### config.mk
export PLATFORM = sky130hd
export DESIGN_NAME = gray_codec_top
export DESIGN_NICKNAME = d
export VERILOG_FILES = /design/src/common/gray_codec_pkg.sv /design/src/common/codec_step_if.sv /design/src/hw/gray_codec_top.sv /design/src/hw/codec/codec_ctrl.sv /design/src/hw/codec/slice_datapath.sv /design/src/hw/codec/g2b_chain.sv
export SDC_FILE = /design/constraint.sdc
export NUM_CORES = 1
export LEC_CHECK = 0
export CAP_MARGIN = 30
export CORE_UTILIZATION = 24
export DETAILED_ROUTE_END_ITERATION = 8
export DONT_BUFFER_PORTS = 1
export SYNTH_ARGS = -nofsm -noshare
export SYNTH_HDL_FRONTEND = slang
export SYNTH_HIERARCHICAL = 1
export SYNTH_SLANG_ARGS = --single-unit
### constraint.sdc
create_clock -name clk -period 11.23 [get_ports clk]
set_clock_uncertainty 0.05 [all_clocks]
set_input_delay 1.6845 -clock clk [delete_from_list [all_inputs] [get_ports clk]]
set_output_delay 1.6845 -clock clk [all_outputs]
set_load 0.005 [all_outputs]
### src/common/gray_codec_pkg.sv
package gray_codec_pkg;

    // word and slice geometry, the whole design is sized from here
    localparam int DATA_W  = 128;
    localparam int SLICE_W = 8;
    localparam int ROUNDS  = DATA_W / SLICE_W;  // one slice per round

    typedef logic [DATA_W-1:0]  data_t;
    typedef logic [SLICE_W-1:0] slice_t;
    typedef logic [$clog2(ROUNDS)-1:0] round_t;

    // conversion direction, taken from the mode pin at start
    typedef enum logic {
        MODE_B2G = 1'b0,  // binary in, gray out
        MODE_G2B = 1'b1   // gray in, binary out
    } codec_mode_t;

    typedef enum logic {
        ST_IDLE = 1'b0,
        ST_RUN  = 1'b1
    } ctrl_state_t;

endpackage
### src/common/codec_step_if.sv
`timescale 1ns/1ps

// per-round control from the sequencer to the slice datapath
interface codec_step_if
    import gray_codec_pkg::*;
();

    logic        load;   // capture the input word, one cycle
    logic        step;   // convert and write back one slice
    round_t      round;  // index of the current round
    codec_mode_t mode;   // direction held for the whole conversion
    logic        last;   // final round, result goes out at its end

    modport ctrl (
        output load,
        output step,
        output round,
        output mode,
        output last
    );

    modport dp (
        input load,
        input step,
        input round,
        input mode,
        input last
    );

endinterface

### src/hw/gray_codec_top.sv
`timescale 1ns/1ps

// sequential 128-bit binary/gray converter, one 8-bit slice per clock
module gray_codec_top
    import gray_codec_pkg::*;
(
    input  logic        clk,
    input  logic        rst,
    input  codec_mode_t mode,
    input  logic        start,
    input  data_t       data_in,
    output data_t       data_out,
    output logic        data_out_valid,
    output logic        busy
);

    codec_step_if u_step_if ();

    // sequencer: start handling, round count, captured mode
    codec_ctrl u_codec_ctrl (
        .clk   (clk),
        .rst   (rst),
        .mode  (mode),
        .start (start),
        .busy  (busy),
        .step  (u_step_if.ctrl)
    );

    // working register, slice xor logic and result register
    slice_datapath u_slice_datapath (
        .clk            (clk),
        .rst            (rst),
        .data_in        (data_in),
        .step           (u_step_if.dp),
        .data_out       (data_out),
        .data_out_valid (data_out_valid)
    );

endmodule

### src/hw/codec/codec_ctrl.sv
`timescale 1ns/1ps

module codec_ctrl
    import gray_codec_pkg::*;
(
    input  logic         clk,
    input  logic         rst,
    input  codec_mode_t  mode,
    input  logic         start,
    output logic         busy,
    codec_step_if.ctrl   step
);

    ctrl_state_t state_q;
    ctrl_state_t state_d;
    round_t      round_q;
    codec_mode_t mode_q;
    logic        accept;
    logic        final_round;

    // start only counts while nothing is running
    assign accept      = (state_q == ST_IDLE) && start;
    assign final_round = (round_q == round_t'(ROUNDS - 1));

    always_comb begin
        state_d = state_q;
        case (state_q)
            ST_IDLE: begin
                if (accept) begin
                    state_d = ST_RUN;
                end
            end
            ST_RUN: begin
                if (final_round) begin
                    state_d = ST_IDLE;  // word finished at this edge
                end
            end
            default: begin
                state_d = ST_IDLE;
            end
        endcase
    end

    always_ff @(posedge clk or posedge rst) begin
        if (rst) begin
            state_q <= ST_IDLE;
        end else begin
            state_q <= state_d;
        end
    end

    // round counter and the mode latched for this conversion
    always_ff @(posedge clk or posedge rst) begin
        if (rst) begin
            round_q <= '0;
            mode_q  <= MODE_B2G;
        end else if (accept) begin
            round_q <= '0;
            mode_q  <= mode;  // later changes on the pin are ignored
        end else if (state_q == ST_RUN) begin
            round_q <= round_q + 1'b1;  // wraps back to zero after the last round
        end
    end

    assign busy = (state_q == ST_RUN);

    assign step.load  = accept;  // same edge that samples start
    assign step.step  = (state_q == ST_RUN);
    assign step.round = round_q;
    assign step.mode  = mode_q;
    assign step.last  = (state_q == ST_RUN) && final_round;

endmodule

### src/hw/codec/slice_datapath.sv
`timescale 1ns/1ps

module slice_datapath
    import gray_codec_pkg::*;
(
    input  logic        clk,
    input  logic        rst,
    input  data_t       data_in,
    codec_step_if.dp    step,
    output data_t       data_out,
    output logic        data_out_valid
);

    data_t       work_q;      // word being converted in place
    data_t       work_next;   // work_q with the current slice replaced
    data_t       upper_bits;  // each bit's left neighbour, zero above the top
    round_t      slice_idx;
    int unsigned slice_base;
    slice_t      cur_slice;
    slice_t      nbr_slice;
    slice_t      b2g_slice;
    slice_t      g2b_slice;
    slice_t      new_slice;
    logic        g2b_advance;

    // b2g walks upwards from slice 0, g2b walks down from the top slice
    always_comb begin
        if (step.mode == MODE_B2G) begin
            slice_idx = step.round;
        end else begin
            slice_idx = round_t'(ROUNDS - 1) - step.round;
        end
    end

    assign slice_base = slice_idx * SLICE_W;
    assign cur_slice  = work_q[slice_base +: SLICE_W];

    // slices above are still unconverted in b2g, so the neighbour is binary
    assign upper_bits = {1'b0, work_q[DATA_W-1:1]};
    assign nbr_slice  = upper_bits[slice_base +: SLICE_W];
    assign b2g_slice  = cur_slice ^ nbr_slice;

    assign g2b_advance = step.step && (step.mode == MODE_G2B);

    g2b_chain u_g2b_chain (
        .clk     (clk),
        .rst     (rst),
        .clear   (step.load),
        .advance (g2b_advance),
        .gray_in (cur_slice),
        .bin_out (g2b_slice)
    );

    assign new_slice = (step.mode == MODE_B2G) ? b2g_slice : g2b_slice;

    always_comb begin
        work_next = work_q;
        work_next[slice_base +: SLICE_W] = new_slice;
    end

    always_ff @(posedge clk) begin
        if (step.load) begin
            work_q <= data_in;
        end else if (step.step) begin
            work_q <= work_next;  // write the converted slice back
        end
    end

    // result register holds until the next word completes
    always_ff @(posedge clk or posedge rst) begin
        if (rst) begin
            data_out       <= '0;
            data_out_valid <= 1'b0;
        end else begin
            data_out_valid <= step.last;
            if (step.last) begin
                data_out <= work_next;  // final slice merged in
            end
        end
    end

endmodule

### src/hw/codec/g2b_chain.sv
`timescale 1ns/1ps

module g2b_chain
    import gray_codec_pkg::*;
(
    input  logic   clk,
    input  logic   rst,
    input  logic   clear,
    input  logic   advance,
    input  slice_t gray_in,
    output slice_t bin_out
);

    // binary bit just above the current slice, zero above the word
    logic carry_q;

    // running xor from the top bit of the slice downwards
    always_comb begin
        logic acc;
        acc = carry_q;
        for (int i = SLICE_W - 1; i >= 0; i--) begin
            acc        = acc ^ gray_in[i];
            bin_out[i] = acc;
        end
    end

    always_ff @(posedge clk or posedge rst) begin
        if (rst) begin
            carry_q <= 1'b0;
        end else if (clear) begin
            carry_q <= 1'b0;  // new word starts with nothing above it
        end else if (advance) begin
            carry_q <= bin_out[0];  // seeds the next lower slice
        end
    end

endmodule

* Word level (Yosys, flattened, before mapping)
Index checks and enable logic that the tools add are counted.
** Storage, ports and cells
- Register bits after elaboration :: 264
- Input bits :: 132
- Output and inout bits :: 130
- Logic and storage cells :: 42
** Cells by class
- Add/sub/neg operators :: 3
- Equality and inequality tests :: 1
- Shifts and indexed selects :: 4
- Muxes and demuxes :: 12
- Bitwise operators :: 10
- Reductions and logical operators :: 5
** Operators with widths (count)
- 128-bit 2-to-1 mux :: 2
- 128-bit by 8-bit variable part select with 8-bit output :: 2
- 128-bit bitwise mux :: 1
- 8-bit by 34-bit variable shift with 128-bit output, first input constant :: 1
- 8-bit by 34-bit variable part select with 128-bit output :: 1
- 7-bit negation with 34-bit output :: 1
- 4-bit 2-to-1 mux :: 3
- 8-bit 2-to-1 mux :: 1
- 1-bit bitwise XOR :: 8
- 8-bit bitwise XOR :: 1
- 4-bit by 1-bit adder with 4-bit output, second input constant :: 1
- 4-bit == test, second input constant :: 1
- 1-bit 2-to-1 mux :: 4
- 2-bit nonzero test :: 2
- 4-bit subtractor, first input constant :: 1
- 1-bit logical AND :: 3
- 1-bit one-hot mux with 2 select lines :: 1
- 1-bit inverter :: 1

* Longest topological paths before layout
- Depth after elaboration :: 16
- Mapped depth :: 18

* By module
Netlist, hierarchy kept.
** Modules (own cells, without submodules)
- slice_datapath :: times used 1, cells an instance 1534, area each 15300.9 sq um
- codec_ctrl :: times used 1, cells an instance 26, area each 277.8 sq um
- g2b_chain :: times used 1, cells an instance 24, area each 241.5 sq um

* Worst setup path after synthesis
Ideal clock, no wire load.
- Kind :: input -> register
- From :: in start
- To :: reg u_slice_datapath.work_q[0] (enable)
- Data arrival time :: 4.227 ns
- Required time :: 10.747 ns
- Slack :: 6.520 ns
- Cell stages on the path :: 4
- Path buffers :: 2
- Cell sequence :: nor2b_2 -> clkbuf_1 -> clkbuf_1 -> or2_2
** Between the ends
- Cells in the longest elaborated chain, start to end :: 2
** RTL lines
- start: declaration :: RTL line gray_codec_top.sv:10 : input logic start,
- 1-bit logical AND :: RTL line codec_ctrl.sv:22 : assign accept = (state_q == ST_IDLE) && start;
- 2-bit nonzero test (no source line)
- end signal: assignment :: RTL line slice_datapath.sv:63 : work_q <= data_in;
- end signal: assignment :: RTL line slice_datapath.sv:65 : work_q <= work_next;
- end: declaration :: RTL line slice_datapath.sv:14 : data_t work_q;
No other way between the ends.
A chain may end at the register's enable or synchronous reset.

* Worst setup path in the final report
- From :: reg u_codec_ctrl.round_q[0] (netlist: u_codec_ctrl/step.round[0])
- To :: reg u_slice_datapath.work_q[112], data pin
** RTL lines
- start: declaration :: RTL line codec_ctrl.sv:16 : round_t round_q;
- start signal: assignment :: RTL line codec_ctrl.sv:61 : round_q <= round_q + 1'b1;
- 4-bit subtractor :: RTL line slice_datapath.sv:31 : slice_idx = round_t'(ROUNDS - 1) - step.round;
- 4-bit 2-to-1 mux * :: RTL line slice_datapath.sv:28 : if (step.mode == MODE_B2G) begin
- 128-bit by 8-bit variable part select with 8-bit output * :: RTL line slice_datapath.sv:36 : assign cur_slice = work_q[slice_base +: SLICE_W];
- via u_slice_datapath.cur_slice[6] :: RTL line slice_datapath.sv:19 : slice_t cur_slice;
- 1-bit bitwise XOR * (6 in series) :: RTL line g2b_chain.sv:22 : acc = acc ^ gray_in[i];
- via u_slice_datapath.g2b_slice[1] :: RTL line slice_datapath.sv:22 : slice_t g2b_slice;
- 1-bit bitwise XOR * :: RTL line g2b_chain.sv:22
- via u_slice_datapath.g2b_slice[0] :: RTL line slice_datapath.sv:22
- 8-bit 2-to-1 mux * :: RTL line slice_datapath.sv:54 : assign new_slice = (step.mode == MODE_B2G) ? b2g_slice : g2b_slice;
- 8-bit by 34-bit variable part select with 128-bit output * :: RTL line slice_datapath.sv:58 : work_next[slice_base +: SLICE_W] = new_slice;
- 128-bit bitwise mux * :: RTL line slice_datapath.sv:58
- 128-bit 2-to-1 mux * :: RTL line slice_datapath.sv:64 : end else if (step.step) begin
- 128-bit 2-to-1 mux * :: RTL line slice_datapath.sv:62 : if (step.load) begin
The timed path passes the listed nets; every way through them passes the cells marked *. The select of a mux whose other input is x is not followed.

==> results.cfg <==
[clocking]
clkSlewWorstSetupHoldPaths_ps = 60
cts-root-buf = clkbuf_16
postCtsSetupRepairBufs = 0
cts_sinks = 264
cts_resized = 0
htreeDepth = 1
clock_latency_ps = 600
cts_max_path_buffers = 3
ctsHoldBuffers = 0
numCtsBuffers = 30
cts_tree = yes

[logic_synthesis]
synthFlopType = dfrtp_1
synthMuxAreaShare_pct = 9.04
synthAdderAreaFrac_pct = 0.308
seq_area_frac_synth_pct = 45.8
synth.cells.most_frequent = nand2_1, dfrtp_1, o21ai_0, edfxtp_1, a21oi_1
synth_top_area_share_pct = 24.3
yosysTopAreaCell = edfxtp_1
synth_xor_area_share_pct = 1.70
async_flop_share_pct = 51.5
synth_edf_count = 128
yosys_warnings = 6
syn_nets = 1719
ys_types = 93
synth_area_leaders = edfxtp_1, dfrtp_1, a22oi_1
synthCells = 1584
synthSimpleGateAreaFrac_pct = 13.7
synth-compound-area-share_pct = 24.6
synth_top_family_by_area = compound AO/OA/AOI/OAI gates
syn_area_per_cell_um2 = 9.99
ys_ff_latch = 264
synth_most_common_cell = nand2_1
synthesis.area_mm2 = 0.0158

[die]
chipWidth_um = 259
start_util_pct = 24.4
die_h_um = 259
num_io_pins = 262
die_area_mm2 = 0.0669
rows = 93
core_area_mm2 = 0.0648

[setup_path]
path_cells = buf_4, mux4_2, o22a_1, o31ai_2, nor2_1, a31oi_1, inv_1, xnor2_1, xnor3_2, xnor2_2, xor2_1, nand2_1, o31a_1, or3_4, o21ai_1
cp-end-kind = flop
start_kind = flop
cp_slowest_stage_delay_ps = 810
cp_num_buf_inv = 2
required_ps = 11460
critical_path.top_delay_family = compound AO/OA/AOI/OAI gates
r2r_end = u_slice_datapath/work_q[112]
r2r-start = u_codec_ctrl/step.round[0]
slowest_stage = buf_4
reg2reg_depth = 15
rrSetupSlack_ps = 5380
crit_type = flop to flop
crit_fanout = 65
critPathArrivalTime_ps = 6080

[sta]
relSlewSlack_pct = 28.8
finalSetupViolCount = 0
tightestPinTransition_ps = 1070
slew_violations = 0
postLayoutSetupSlackWorst_ps = 5380
fin_crit_sh_pct = 52.1
hold_viol_final = 0
fin_crit_ps = 5850
rsz0062_at_grt = false
fin_setup_tns_ps = 0
fmax_mhz = 171

[routing]
drt_wl_total_um = 71500
drtIter0Drc = 1786
drc = 0
ant_nets = 0
firstDrtPassIters = 5
drt-vias-per-instance = 5.81
wl_per_cell_um = 29.8
vias = 13937

[final_layout]
area_growth_pct = 11.1
final_area_mm2 = 0.0176
final_nets = 1646
fin_util_pct = 27.1
drive_gt1_share_pct = 12.2

[worst_hold_path]
worstHoldPathCells = 2
hp-class = flop to flop
min_to = u_slice_datapath/data_out[39]
min_from = u_slice_datapath/data_out[39]

[global_routing]
grt_usage_pct = 20.5
grt_pass1_wl_um = 99500
antenna_found_initial = 10
gr-total-overflow = 0
grt_max_degree = 87
grt_pass1_vias = 12927

[place]
place_area_mm2 = 0.0165
port_buffers = 0
post-place-ws_ps = 5500
gp_congestion = 0.992
dp.final_hpwl_um = 53900

[flow_run]
cap_violations = 0

[run_status]
status = complete, no violations
-- worst register-to-register path, cell delays in order, from the launching register on --
cell and delay, ps:
dfrtp_4 740, buf_4 840, mux4_2 620, o22a_1 220, o31ai_2 130, nor2_1 110, a31oi_1 320, inv_1 140
xnor2_1 280, xnor3_2 390, xnor2_2 300, xor2_1 130, nand2_1 120, o31a_1 790, or3_4 290, o21ai_1 70
-- worst max-delay path by stage --
stage,from,end,slack (ps),cells after the start
global placement,u_codec_ctrl/step.round[0],u_slice_datapath/work_q[112],5600,15
floorplan,rst,u_slice_datapath/data_out[0],6050,1
detailed placement,u_codec_ctrl/step.round[0],u_slice_datapath/work_q[112],5500,15
finish,u_codec_ctrl/step.round[0],u_slice_datapath/work_q[112],5380,15
global route,u_codec_ctrl/step.round[0],u_slice_datapath/work_q[112],5100,15
CTS,u_codec_ctrl/step.round[0],u_slice_datapath/work_q[112],5480,15
-- stage by stage --
stage | hold slack (ps) | std cells
after floorplan | 426 | 1584
after global placement | 457 | 2330
after detailed placement | 457 | 2332
after CTS | 476 | 2388
after global routing | 511 | 2396
final | 470 | 2397
-- layout make-up --
cell class | count | area (um2)
Tap cell | 855 | 1070
Inverter | 35 | 139
Clock buffer | 35 | 790
Antenna cell | 7 | 17.5
Multi-Input combinational cell | 1152 | 7850
Clock inverter | 21 | 186
Sequential cell | 264 | 7250
Fill cell | 6785 | 47200
Timing Repair Buffer | 28 | 270
-- flip-flops by register name, indices dropped and copies added (netlist names) --
register,cells
u_slice_datapath/data_out,128
u_codec_ctrl/step.mode,1
u_codec_ctrl/step.round,4
u_slice_datapath/data_out_valid,1
u_slice_datapath/work_q,128
u_codec_ctrl/busy,1
u_slice_datapath/u_g2b_chain/carry_q,1
-- kinds of logic (layout without fill, tap and decap cells) --
group / count (synthesis) / in the layout
xor gates and xnor gates: 22 / 22
muxes: 113 / 113
adders and majority gates: 4 / 4
buffers and inverters: 168 / 119
other: 0 / 7
DFF: 264 / 264
AOI/OAI and AO/OA: 574 / 574
and+or+nand+nor: 439 / 439
-- layer usage --
metal	vias to the layer above	GRT usage [%]	routed length [um]
li1	5967	-	-
met3	75	8.49	9340
met4	4	4.16	1270
met5	-	0	29
met1	7058	27.2	29100
met2	833	31.2	31700
-- layout by cell type, fill, tap and decap left out, types with 23 or more instances in the layout --
cell type  count
nand2_1      141
o21ai_0      136
dfrtp_1      134
edfxtp_1     128
a21oi_1      112
a22oi_1      100
nor2_1        85
nor3_1        55
a221o_1       53
mux2i_1       51
mux2_2        34
inv_1         31
clkbuf_16     30
buf_4         25
nand3_1       24
nor2b_1       23
o221ai_1      23
Power is left out: the tool's default activity adds up to more than one toggle a clock period on the data nets, which glitch-free logic cannot reach.
